`src/usb_bridge_cfg.svh`:
```
`ifndef USB_BRIDGE_CFG_SVH
`define USB_BRIDGE_CFG_SVH

// Telemetry endpoint and FIFO
`define TELE_ENDPOINT 4'd2
`define TELE_DEPTH 16
`define TELE_HAS_LEVEL 4    // Presence threshold in bytes
`define TELE_FULL_LEVEL 16  // Bulk IN forced ready from here

// Configuration descriptor, one configuration with one interface
`define CONF_DESC_BYTES 39
`define CFG_NUM_INTERFACES 8'h01
`define CFG_VALUE 8'h01
`define CFG_ATTRIBUTES 8'hC0  // Self-powered
`define CFG_MAX_POWER 8'h32   // 100 mA in 2 mA units
`define IF_NUM_ENDPOINTS 8'h03

// Endpoint descriptor fields
`define EP_ATTR_BULK 8'h02
`define EP_MAX_PACKET 16'h0200
`define EP1_IN_ADDR 8'h81
`define EP1_OUT_ADDR 8'h01
`define EP2_IN_ADDR 8'h82

`endif

```
`src/usb_proto_pkg.sv`:
```
package usb_proto_pkg;

  // Endpoint number from token packets
  typedef logic [3:0] endpoint_t;

  // wLength field of a setup request
  typedef logic [15:0] wlength_t;

  // Codes in the upper nibble of a telemetry byte
  typedef enum logic [3:0] {
    EV_SOF       = 4'd1,
    EV_CRC       = 4'd2,
    EV_BUS_RESET = 4'd3
  } tele_event_e;

endpackage

```
`src/usb_stream_pkg.sv`:
```
package usb_stream_pkg;

  // Bulk IN beat, user and telemetry streams
  typedef struct packed {
    logic [7:0] data;
    logic       keep;
    logic       last;
  } bulk_beat_t;

  // Descriptor beat, no keep
  typedef struct packed {
    logic [7:0] data;
    logic       last;
  } desc_beat_t;

endpackage
```
`src/axis_skid.sv`:
```
`timescale 1ns/1ps

module axis_skid #(
  parameter type payload_t = logic [7:0]
) (
  input  logic     clock,
  input  logic     areset_n,
  input  payload_t s_i,
  input  logic     s_valid_i,
  output logic     s_ready_o,
  output payload_t m_o,
  output logic     m_valid_o,
  input  logic     m_ready_i
);

  payload_t main_q;
  payload_t skid_q;
  logic     main_valid_q;
  logic     skid_valid_q;
  logic     ready_q;
  logic     s_fire_w;
  logic     main_free_w;
  logic     main_valid_d;
  logic     skid_valid_d;

  assign s_fire_w    = s_valid_i & ready_q;
  assign main_free_w = ~main_valid_q | m_ready_i;

  always_comb begin
    main_valid_d = main_valid_q;
    skid_valid_d = skid_valid_q;
    if (main_free_w) begin
      main_valid_d = skid_valid_q | s_fire_w;
      skid_valid_d = 1'b0;
    end else if (s_fire_w) begin
      skid_valid_d = 1'b1;  // Output stalled, park the beat
    end
  end

  always_ff @(posedge clock) begin
    if (main_free_w) begin
      main_q <= skid_valid_q ? skid_q : s_i;
    end else if (s_fire_w) begin
      skid_q <= s_i;
    end
  end

  always_ff @(posedge clock or negedge areset_n) begin
    if (!areset_n) begin
      main_valid_q <= 1'b0;
      skid_valid_q <= 1'b0;
      ready_q      <= 1'b0;
    end else begin
      main_valid_q <= main_valid_d;
      skid_valid_q <= skid_valid_d;
      ready_q      <= ~skid_valid_d;  // Low only with both entries full
    end
  end

  assign s_ready_o = ready_q;
  assign m_o       = main_q;
  assign m_valid_o = main_valid_q;

  a_hold_stable : assert property (
    @(posedge clock) disable iff (!areset_n)
    m_valid_o && !m_ready_i |=> m_valid_o && $stable(m_o)
  );

endmodule

```
`src/conf_desc_rom.sv`:
```
`timescale 1ns/1ps
`include "usb_bridge_cfg.svh"

module conf_desc_rom (
  input  logic                       clock,
  input  logic                       areset_n,
  input  logic                       desc_start_i,
  input  usb_proto_pkg::wlength_t    desc_length_i,
  output usb_stream_pkg::desc_beat_t m_desc_o,
  output logic                       m_desc_valid_o,
  input  logic                       m_desc_ready_i
);
  import usb_proto_pkg::*;

  localparam logic [7:0] DESC_TABLE [`CONF_DESC_BYTES] = '{
    // Configuration
    8'h09, 8'h02, 8'(`CONF_DESC_BYTES), 8'(`CONF_DESC_BYTES >> 8),
    `CFG_NUM_INTERFACES, `CFG_VALUE, 8'h00, `CFG_ATTRIBUTES, `CFG_MAX_POWER,
    // Interface 0
    8'h09, 8'h04, 8'h00, 8'h00, `IF_NUM_ENDPOINTS, 8'h00, 8'h00, 8'h00, 8'h00,
    // Bulk endpoints, max packet little-endian
    8'h07, 8'h05, `EP1_IN_ADDR, `EP_ATTR_BULK,
    8'(`EP_MAX_PACKET), 8'(`EP_MAX_PACKET >> 8), 8'h00,
    8'h07, 8'h05, `EP1_OUT_ADDR, `EP_ATTR_BULK,
    8'(`EP_MAX_PACKET), 8'(`EP_MAX_PACKET >> 8), 8'h00,
    8'h07, 8'h05, `EP2_IN_ADDR, `EP_ATTR_BULK,
    8'(`EP_MAX_PACKET), 8'(`EP_MAX_PACKET >> 8), 8'h00
  };

  logic [5:0] idx_q;
  logic [5:0] end_q;
  logic       busy_q;
  logic       start_w;
  logic       fire_w;
  wlength_t   clamp_w;

  assign start_w = desc_start_i & ~busy_q & (desc_length_i != '0);  // Zero length sends nothing
  assign fire_w  = m_desc_valid_o & m_desc_ready_i;
  assign clamp_w = (desc_length_i > wlength_t'(`CONF_DESC_BYTES)) ?
                   wlength_t'(`CONF_DESC_BYTES) : desc_length_i;

  always_ff @(posedge clock or negedge areset_n) begin
    if (!areset_n) begin
      busy_q <= 1'b0;
      idx_q  <= '0;
      end_q  <= '0;
    end else if (start_w) begin
      busy_q <= 1'b1;
      idx_q  <= '0;
      end_q  <= 6'(clamp_w - 1'b1);
    end else if (fire_w) begin
      if (idx_q == end_q) begin
        busy_q <= 1'b0;
      end else begin
        idx_q <= idx_q + 1'b1;
      end
    end
  end

  assign m_desc_valid_o = busy_q;
  assign m_desc_o.data  = DESC_TABLE[idx_q];
  assign m_desc_o.last  = (idx_q == end_q);

  // A start during a transfer must not restart the index
  a_busy_start : assert property (
    @(posedge clock) disable iff (!areset_n)
    desc_start_i && busy_q && !fire_w |=> idx_q == $past(idx_q)
  );

  a_idx_range : assert property (
    @(posedge clock) disable iff (!areset_n)
    busy_q |-> idx_q <= end_q && end_q < 6'(`CONF_DESC_BYTES)
  );

endmodule

```
`src/in_source_mux.sv`:
```
`timescale 1ns/1ps
`include "usb_bridge_cfg.svh"

module in_source_mux (
  input  logic                               clock,
  input  logic                               areset_n,
  input  usb_proto_pkg::endpoint_t           blk_endpt_i,
  input  logic                               blk_in_ready_i,
  input  logic [$clog2(`TELE_DEPTH + 1)-1:0] tele_level_i,
  input  usb_stream_pkg::bulk_beat_t         tele_i,
  input  logic                               tele_valid_i,
  output logic                               tele_ready_o,
  input  usb_stream_pkg::bulk_beat_t         user_i,
  input  logic                               user_valid_i,
  output logic                               user_ready_o,
  output usb_stream_pkg::bulk_beat_t         out_o,
  output logic                               out_valid_o,
  input  logic                               out_ready_i,
  output logic                               blk_in_ready_o,
  output logic                               has_telemetry_o
);

  logic tele_sel_q;
  logic blk_in_ready_q;
  logic has_tele_q;

  always_ff @(posedge clock or negedge areset_n) begin
    if (!areset_n) begin
      tele_sel_q     <= 1'b0;
      blk_in_ready_q <= 1'b0;
      has_tele_q     <= 1'b0;
    end else begin
      tele_sel_q     <= (blk_endpt_i == `TELE_ENDPOINT);
      // A full telemetry FIFO is always ready to send
      blk_in_ready_q <= blk_in_ready_i || (tele_level_i >= `TELE_FULL_LEVEL);
      has_tele_q     <= (tele_level_i >= `TELE_HAS_LEVEL);
    end
  end

  assign out_o        = tele_sel_q ? tele_i : user_i;
  assign out_valid_o  = tele_sel_q ? tele_valid_i : user_valid_i;
  assign tele_ready_o = tele_sel_q & out_ready_i;
  assign user_ready_o = ~tele_sel_q & out_ready_i;  // Held off when unselected

  assign blk_in_ready_o  = blk_in_ready_q;
  assign has_telemetry_o = has_tele_q;

endmodule

```
`src/reset_sync.sv`:
```
`timescale 1ns/1ps

module reset_sync (
  input  logic clock,
  input  logic areset_n,
  input  logic bus_reset_i,
  output logic phy_rst_n_o,
  output logic core_rst_n_o
);

  logic [3:0] chain_q;
  logic       bus_rst_q;  // Stretches a bus reset pulse by one cycle

  always_ff @(posedge clock or negedge areset_n) begin
    if (!areset_n) begin
      chain_q   <= 4'h0;
      bus_rst_q <= 1'b0;
    end else begin
      bus_rst_q  <= bus_reset_i;
      chain_q[0] <= 1'b1;
      chain_q[1] <= chain_q[0];
      chain_q[2] <= chain_q[1];
      // Core held off while the bus reset is pending
      chain_q[3] <= chain_q[2] & ~bus_reset_i & ~bus_rst_q;
    end
  end

  assign phy_rst_n_o  = chain_q[1];
  assign core_rst_n_o = chain_q[3];

endmodule

```
`src/telemetry_fifo.sv`:
```
`timescale 1ns/1ps
`include "usb_bridge_cfg.svh"

module telemetry_fifo (
  input  logic                               clock,
  input  logic                               areset_n,
  input  logic                               sof_i,
  input  logic                               crc_err_i,
  input  logic                               bus_reset_i,
  output usb_stream_pkg::bulk_beat_t         m_tele_o,
  output logic                               m_tele_valid_o,
  input  logic                               m_tele_ready_i,
  output logic [$clog2(`TELE_DEPTH + 1)-1:0] level_o
);
  import usb_proto_pkg::*;

  localparam int PTR_W = $clog2(`TELE_DEPTH);
  localparam int CNT_W = $clog2(`TELE_DEPTH + 1);

  logic [7:0]       mem_q [`TELE_DEPTH];
  logic [PTR_W-1:0] wr_ptr_q;
  logic [PTR_W-1:0] rd_ptr_q;
  logic [CNT_W-1:0] count_q;
  logic [3:0]       seq_q;
  tele_event_e      event_w;
  logic             any_event_w;
  logic             push_w;
  logic             pop_w;

  // Bus reset wins over CRC, CRC over SOF
  always_comb begin
    event_w = EV_SOF;
    if (bus_reset_i) begin
      event_w = EV_BUS_RESET;
    end else if (crc_err_i) begin
      event_w = EV_CRC;
    end
  end

  assign any_event_w = sof_i | crc_err_i | bus_reset_i;
  assign push_w      = any_event_w && (count_q != CNT_W'(`TELE_DEPTH));  // Dropped when full
  assign pop_w       = m_tele_valid_o & m_tele_ready_i;

  always_ff @(posedge clock) begin
    if (push_w) begin
      mem_q[wr_ptr_q] <= {event_w, seq_q};
    end
  end

  always_ff @(posedge clock or negedge areset_n) begin
    if (!areset_n) begin
      wr_ptr_q <= '0;
      rd_ptr_q <= '0;
      count_q  <= '0;
      seq_q    <= 4'h0;
    end else begin
      if (push_w) begin
        wr_ptr_q <= (wr_ptr_q == PTR_W'(`TELE_DEPTH - 1)) ? '0 : wr_ptr_q + 1'b1;
        seq_q    <= seq_q + 4'd1;  // Only logged events count
      end
      if (pop_w) begin
        rd_ptr_q <= (rd_ptr_q == PTR_W'(`TELE_DEPTH - 1)) ? '0 : rd_ptr_q + 1'b1;
      end
      case ({push_w, pop_w})
        2'b10:   count_q <= count_q + 1'b1;
        2'b01:   count_q <= count_q - 1'b1;
        default: count_q <= count_q;
      endcase
    end
  end

  assign m_tele_valid_o = (count_q != '0);
  assign m_tele_o.data  = mem_q[rd_ptr_q];
  assign m_tele_o.keep  = 1'b1;
  assign m_tele_o.last  = (count_q == CNT_W'(1));  // Only byte stored
  assign level_o        = count_q;

  a_count_bound : assert property (
    @(posedge clock) disable iff (!areset_n)
    count_q <= CNT_W'(`TELE_DEPTH)
  );

endmodule

```
`src/usb_bulk_bridge.sv`:
```
`timescale 1ns/1ps
`include "usb_bridge_cfg.svh"

module usb_bulk_bridge (
  input  logic                       clock,
  input  logic                       areset_n,
  output logic                       reset_no,
  input  logic                       bus_reset_i,
  input  logic                       sof_i,
  input  logic                       crc_err_i,
  input  usb_proto_pkg::endpoint_t   blk_endpt_i,
  input  logic                       blk_in_ready_i,
  output logic                       blk_in_ready_o,
  output logic                       has_telemetry_o,
  input  usb_stream_pkg::bulk_beat_t s_bulk_i,
  input  logic                       s_bulk_valid_i,
  output logic                       s_bulk_ready_o,
  output usb_stream_pkg::bulk_beat_t m_bulk_o,
  output logic                       m_bulk_valid_o,
  input  logic                       m_bulk_ready_i,
  input  logic                       desc_start_i,
  input  usb_proto_pkg::wlength_t    desc_length_i,
  output usb_stream_pkg::desc_beat_t m_desc_o,
  output logic                       m_desc_valid_o,
  input  logic                       m_desc_ready_i
);
  import usb_stream_pkg::*;

  logic                               core_rst_n;
  logic [$clog2(`TELE_DEPTH + 1)-1:0] tele_level;
  bulk_beat_t                         tele_beat;
  logic                               tele_valid;
  logic                               tele_ready;
  bulk_beat_t                         mux_beat;
  logic                               mux_valid;
  logic                               mux_ready;
  desc_beat_t                         rom_beat;
  logic                               rom_valid;
  logic                               rom_ready;

  reset_sync i_reset_sync (
    .clock        (clock),
    .areset_n     (areset_n),
    .bus_reset_i  (bus_reset_i),
    .phy_rst_n_o  (reset_no),
    .core_rst_n_o (core_rst_n)
  );

  // Runs on the PHY reset so a bus reset still gets logged
  telemetry_fifo i_telemetry_fifo (
    .clock          (clock),
    .areset_n       (reset_no),
    .sof_i          (sof_i),
    .crc_err_i      (crc_err_i),
    .bus_reset_i    (bus_reset_i),
    .m_tele_o       (tele_beat),
    .m_tele_valid_o (tele_valid),
    .m_tele_ready_i (tele_ready),
    .level_o        (tele_level)
  );

  in_source_mux i_in_source_mux (
    .clock           (clock),
    .areset_n        (core_rst_n),
    .blk_endpt_i     (blk_endpt_i),
    .blk_in_ready_i  (blk_in_ready_i),
    .tele_level_i    (tele_level),
    .tele_i          (tele_beat),
    .tele_valid_i    (tele_valid),
    .tele_ready_o    (tele_ready),
    .user_i          (s_bulk_i),
    .user_valid_i    (s_bulk_valid_i),
    .user_ready_o    (s_bulk_ready_o),
    .out_o           (mux_beat),
    .out_valid_o     (mux_valid),
    .out_ready_i     (mux_ready),
    .blk_in_ready_o  (blk_in_ready_o),
    .has_telemetry_o (has_telemetry_o)
  );

  axis_skid #(
    .payload_t (bulk_beat_t)
  ) i_bulk_skid (
    .clock     (clock),
    .areset_n  (core_rst_n),
    .s_i       (mux_beat),
    .s_valid_i (mux_valid),
    .s_ready_o (mux_ready),
    .m_o       (m_bulk_o),
    .m_valid_o (m_bulk_valid_o),
    .m_ready_i (m_bulk_ready_i)
  );

  conf_desc_rom i_conf_desc_rom (
    .clock          (clock),
    .areset_n       (core_rst_n),
    .desc_start_i   (desc_start_i),
    .desc_length_i  (desc_length_i),
    .m_desc_o       (rom_beat),
    .m_desc_valid_o (rom_valid),
    .m_desc_ready_i (rom_ready)
  );

  axis_skid #(
    .payload_t (desc_beat_t)
  ) i_desc_skid (
    .clock     (clock),
    .areset_n  (core_rst_n),
    .s_i       (rom_beat),
    .s_valid_i (rom_valid),
    .s_ready_o (rom_ready),
    .m_o       (m_desc_o),
    .m_valid_o (m_desc_valid_o),
    .m_ready_i (m_desc_ready_i)
  );

endmodule

```
`config.mk`:
```
export PLATFORM = sky130hd
export DESIGN_NAME = usb_bulk_bridge
export DESIGN_NICKNAME = d
export VERILOG_FILES = /design/src/usb_proto_pkg.sv /design/src/usb_stream_pkg.sv /design/src/axis_skid.sv /design/src/conf_desc_rom.sv /design/src/in_source_mux.sv /design/src/reset_sync.sv /design/src/telemetry_fifo.sv /design/src/usb_bulk_bridge.sv
export VERILOG_INCLUDE_DIRS = /design/src
export SDC_FILE = /design/constraint.sdc
export NUM_CORES = 1
export LEC_CHECK = 0
export ABC_CLOCK_PERIOD_IN_PS = 1000
export BUFFER_PORTS_ARGS = -buffer_cell sky130_fd_sc_hd__buf_2
export CORE_MARGIN = 2
export CORE_UTILIZATION = 50
export CTS_CLUSTER_SIZE = 10
export DETAILED_ROUTE_END_ITERATION = 8
export PLACE_DENSITY_LB_ADDON = 0.08
export REMOVE_ABC_BUFFERS = 1
export SYNTH_ARGS = -nofsm -noshare
export SYNTH_HDL_FRONTEND = slang
export SYNTH_HIERARCHICAL = 1
export SYNTH_SLANG_ARGS = --single-unit
```
`constraint.sdc`:
```
create_clock -name clock -period 1 [get_ports clock]
set_input_delay 0.2 -clock clock [delete_from_list [all_inputs] [get_ports clock]]
set_output_delay 0.2 -clock clock [all_outputs]
set_load 0.02 [all_outputs]
```
==> metrics.md <==
| Metric | Value |
|---|---|
| Die width | `132 um` |
| CTS clk-pin slew, worst paths | `0.07 ns` |
| Initial drt markers | `516` |
| Initial antenna violation count | `0` |
| Final period utilization | `225%` |
| Vias | `5,259` |
| Cell family with the largest share of critical-path delay | `multiplexers` |
| Setup CP Type | `reg -> reg` |
| Relative slew slack | `48.9%` |
| I/O Buffers | `64` |
| Worst stage delay on the critical path | `0.52 ns` |
| Filler-free cell count of the finished design | `959` |
| WP buf/inv | `2` |
| Final setup viols | `225` |
| Final hold violations | `0` |
| Arr. time, crit path | `2.42 ns` |
| CP max stage cell | `mux4_2` |
| First-pass iteration count of the detailed router | `7` |
| Design Power | `33.7 mW` |
| Grt total ovfl | `0` |
| Pwr/cell area | `2870 nW/um^2` |
| Seq cells post-synth | `178` |
| Failing checks | `setup timing` |
| Yosys top cell area share | `49.0%` |
| Synth cell types | `72` |
| Setup slack after placement | `-1.30 ns` |
| Residual DRC | `0` |
| Seq/Total Area, Yosys | `62.4%` |
| Max Cap Viol | `0` |
| Area growth from synthesis to layout | `42.9%` |
| Post-Place Cells | `881` |
| Asr flop ratio synth | `24.7%` |
| Global-route usage over all layers | `21.9%` |
| Worst-Margin Slew | `0.764 ns` |
| Post-Route WL | `19.0 mm` |
| Synth Flop Type | `edfxtp_1` |
| Unrepaired setup endpoints after global routing | `true` |
| CP Cell Sequence | `buf_12 -> buf_16 -> mux4_2 -> a22oi_2 -> nand2_1 -> mux2_4 -> mux2_4` |
| Number of global-route vias before repair | `5,323` |
| Worst skew pair latency | `0.42 ns` |
| Worst vdd ir | `1600 uV` |
| Yosys top cell by area | `edfxtp_1` |
| Outcome | `complete, but fails checks` |
| EDFF count, synth | `134` |
| GP Congestion | `0.791` |
| Avg Cell Area, Syn | `16.2 um^2` |
| Min Tclk post-route | `2.25 ns` |
| Starting density of the core | `51.3%` |
| Die area | `17,500 um^2` |
| CTS tree | `yes` |
| Global-route wire length before repair | `29.2 mm` |
| Clk sink count | `178` |
| Fill cell count | `988` |
| CP dominant cell by count | `mux2_4` |
| Ys Warns | `6` |
| Min-delay worst type | `in -> reg` |
| Endpoint class of the critical path | `register` |
| Mapped Cells | `507` |
| Leak | `4.60 nW` |
| Antenna viol nets, final | `0` |
| CP required | `1.17 ns` |
| Die Y | `132 um` |
| Synth Cell Area | `8220 um^2` |
| NumNets Final | `788` |
| Diodes inserted | `0` |
| Largest net degree at the start of global routing | `23` |
| Core Footprint | `16,000 um^2` |
| Layout cells sized above 1 | `58.0%` |
| Vias per std cell | `5.48` |
| Final setup margin | `-1.25 ns` |
| Setup_tns | `-142.00 ns` |
| H-tree lvl count | `4` |
| Worst Hold Slack | `0.0343 ns` |
| Largest cells by area after synthesis | `edfxtp_1 (49%), dfrtp_1 (13%), mux2_4 (5.3%), mux4_1 (4.2%), mux4_2 (3.3%)` |
| Crit path max fanout | `6` |
| # rows | `46` |
| Routed length per instance | `19.8 um` |
| Post-DP HPWL | `11.5 mm` |
| Final max-slew violation count | `0` |
| Fmax | `444 MHz` |
| Num CTS Buffers | `17` |
| CTS Root Cell | `clkbuf_16` |
| Final Skew | `0.00774 ns` |
| Startpoint Class | `register` |
| Maximum clock path buffer count | `2` |
| Ports | `65` |
-- area by class of cell --
| class | instances | area [um^2] | share of cell area (%) |
|---|---|---|---|
| clock buffers | 22 | 495 | 4.22 |
| clock inverters | 10 | 97.6 | 0.831 |
| repair buffers | 233 | 2190 | 18.6 |
| flip-flops and latches | 178 | 5130 | 43.7 |
| multi-input cells | 291 | 3510 | 29.9 |
| inverters | 9 | 43.8 | 0.373 |
| well taps | 216 | 270 | 2.30 |
-- per-stage QoR --
step                instance area (um^2)  utilization (%)
floorplan                           8010                -
global placement                    9630             60.2
detailed placement                  9630             60.2
CTS                                11300             70.7
global route                       11700             73.4
finish                             11700             73.4
-- timing repair --
item,in CTS,in global routing
gates cloned,4,4
hold buffers,5,0
endpoints found under the setup margin,212,234
buffers inserted,40,23
pin swaps,41,47
resized for setup,182,98
endpoints found under the hold margin,7,0
-- routing by layer --
metal	GRT usage (%)	up-vias	routed length, um
met5	0	-	0
met4	6.27	0	266
met3	3.50	20	994
met2	35.8	174	9420
met1	30.7	2642	8290
li1	-	2423	-
-- cells in the mapped netlist (all sizes together) (2+ instances only) --
cell type and count:
xnor2 14, ha 18, mux2i 8, a41oi 2, inv 9, a21o 3
nor4 4, clkbuf 12, and4b 8, a21oi 14, o211ai 2, or2b 2
nor4b 7, nand4b 5, o31ai 2, mux2 39, edfxtp 134, or3 3
or2 4, and3 4, nand3 10, or4b 2, nand4 4, nor2b 3
xor2 4, nor2 16, nor3 6, dfrtp 44, nand2 23, and4 5
buf 19, a22oi 12, conb 3, and2 5, nor3b 2, mux4 25
nand4bb 2, a31oi 5, o21ai 10, nand2b 4
-- layout by cell type (no fill, tap or decap), drive strengths merged, types with 4 or more instances in the layout --
cell type	Yosys	layout
nand2	23	23
nor4b	7	7
nand4b	5	5
a21oi	14	14
clkbuf	12	24
conb	3	4
or2	4	4
ha	18	18
xor2	4	4
and4	5	5
buf	19	226
dfrtp	44	44
nor3	6	6
inv	9	10
nand4	4	4
dlygate4sd3	0	5
mux2i	8	8
a22oi	12	12
clkinv	0	8
a31oi	5	5
mux2	39	39
and2	5	5
nor2	16	17
nand2b	4	4
o21ai	10	10
mux4	25	25
nand3	10	10
and4b	8	8
edfxtp	134	134
and3	4	4
xnor2	14	14
nor4	4	4
-- final timing paths --
| check | startpoint | end | slack [ns] | cells after the start |
|---|---|---|---|---|
| worst min-delay path | blk_endpt_i[1] | i_in_source_mux/tele_sel_q | 0.03 | 2 |
| worst max-delay path | i_telemetry_fifo/rd_ptr_q[1] | i_bulk_skid/m_o[4] | -1.25 | 7 |
| worst max register to register | i_telemetry_fifo/rd_ptr_q[1] | i_bulk_skid/m_o[4] | -1.25 | 7 |
| worst min register to register | i_reset_sync/chain_q[3] | i_bulk_skid/s_ready_o | 0.22 | 1 |
| max in group asynchronous | i_reset_sync/chain_q[1] | i_telemetry_fifo/wr_ptr_q[2] | 0.48 | 1 |
| min in group asynchronous | areset_n | i_reset_sync/chain_q[1] | 0.11 | 2 |
-- report_power, final --
part           switching, mW  internal (mW)  total, mW
Clock                   2.76           3.80       6.56
Sequential              1.12           10.4       11.5
Combinational           7.11           8.52       15.6
Total                   11.0           22.7       33.7
-- registers in the layout (all words and copies together) (netlist names), 4 cells and up --
name / flops
i_telemetry_fifo/rd_ptr_q: 4
i_telemetry_fifo/mem_q: 96
i_conf_desc_rom/idx_q: 6
i_telemetry_fifo/wr_ptr_q: 4
i_bulk_skid/m_o: 10
i_desc_skid/skid_q: 9
i_telemetry_fifo/seq_q: 4
i_desc_skid/m_o: 9
i_conf_desc_rom/end_q: 6
i_reset_sync/chain_q: 4
i_telemetry_fifo/level_o: 5
i_bulk_skid/skid_q: 10
-- kinds of logic (layout without fill, tap and decap cells) --
| group | Yosys count | in the layout | synth area share (%) |
|---|---|---|---|
| AND/OR/NAND/NOR | 121 | 122 | 10.0 |
| buffers and inverters | 40 | 274 | 2.98 |
| XOR/XNOR | 18 | 18 | 1.92 |
| multiplexers | 72 | 72 | 15.1 |
| flip-flops | 178 | 178 | 62.4 |
| other | 3 | 4 | 0.137 |
| adder cells (fa/ha/maj) | 18 | 18 | 2.74 |
| AO/OA/AOI/OAI | 57 | 57 | 4.72 |
Power figures use the tool's default switching activity.
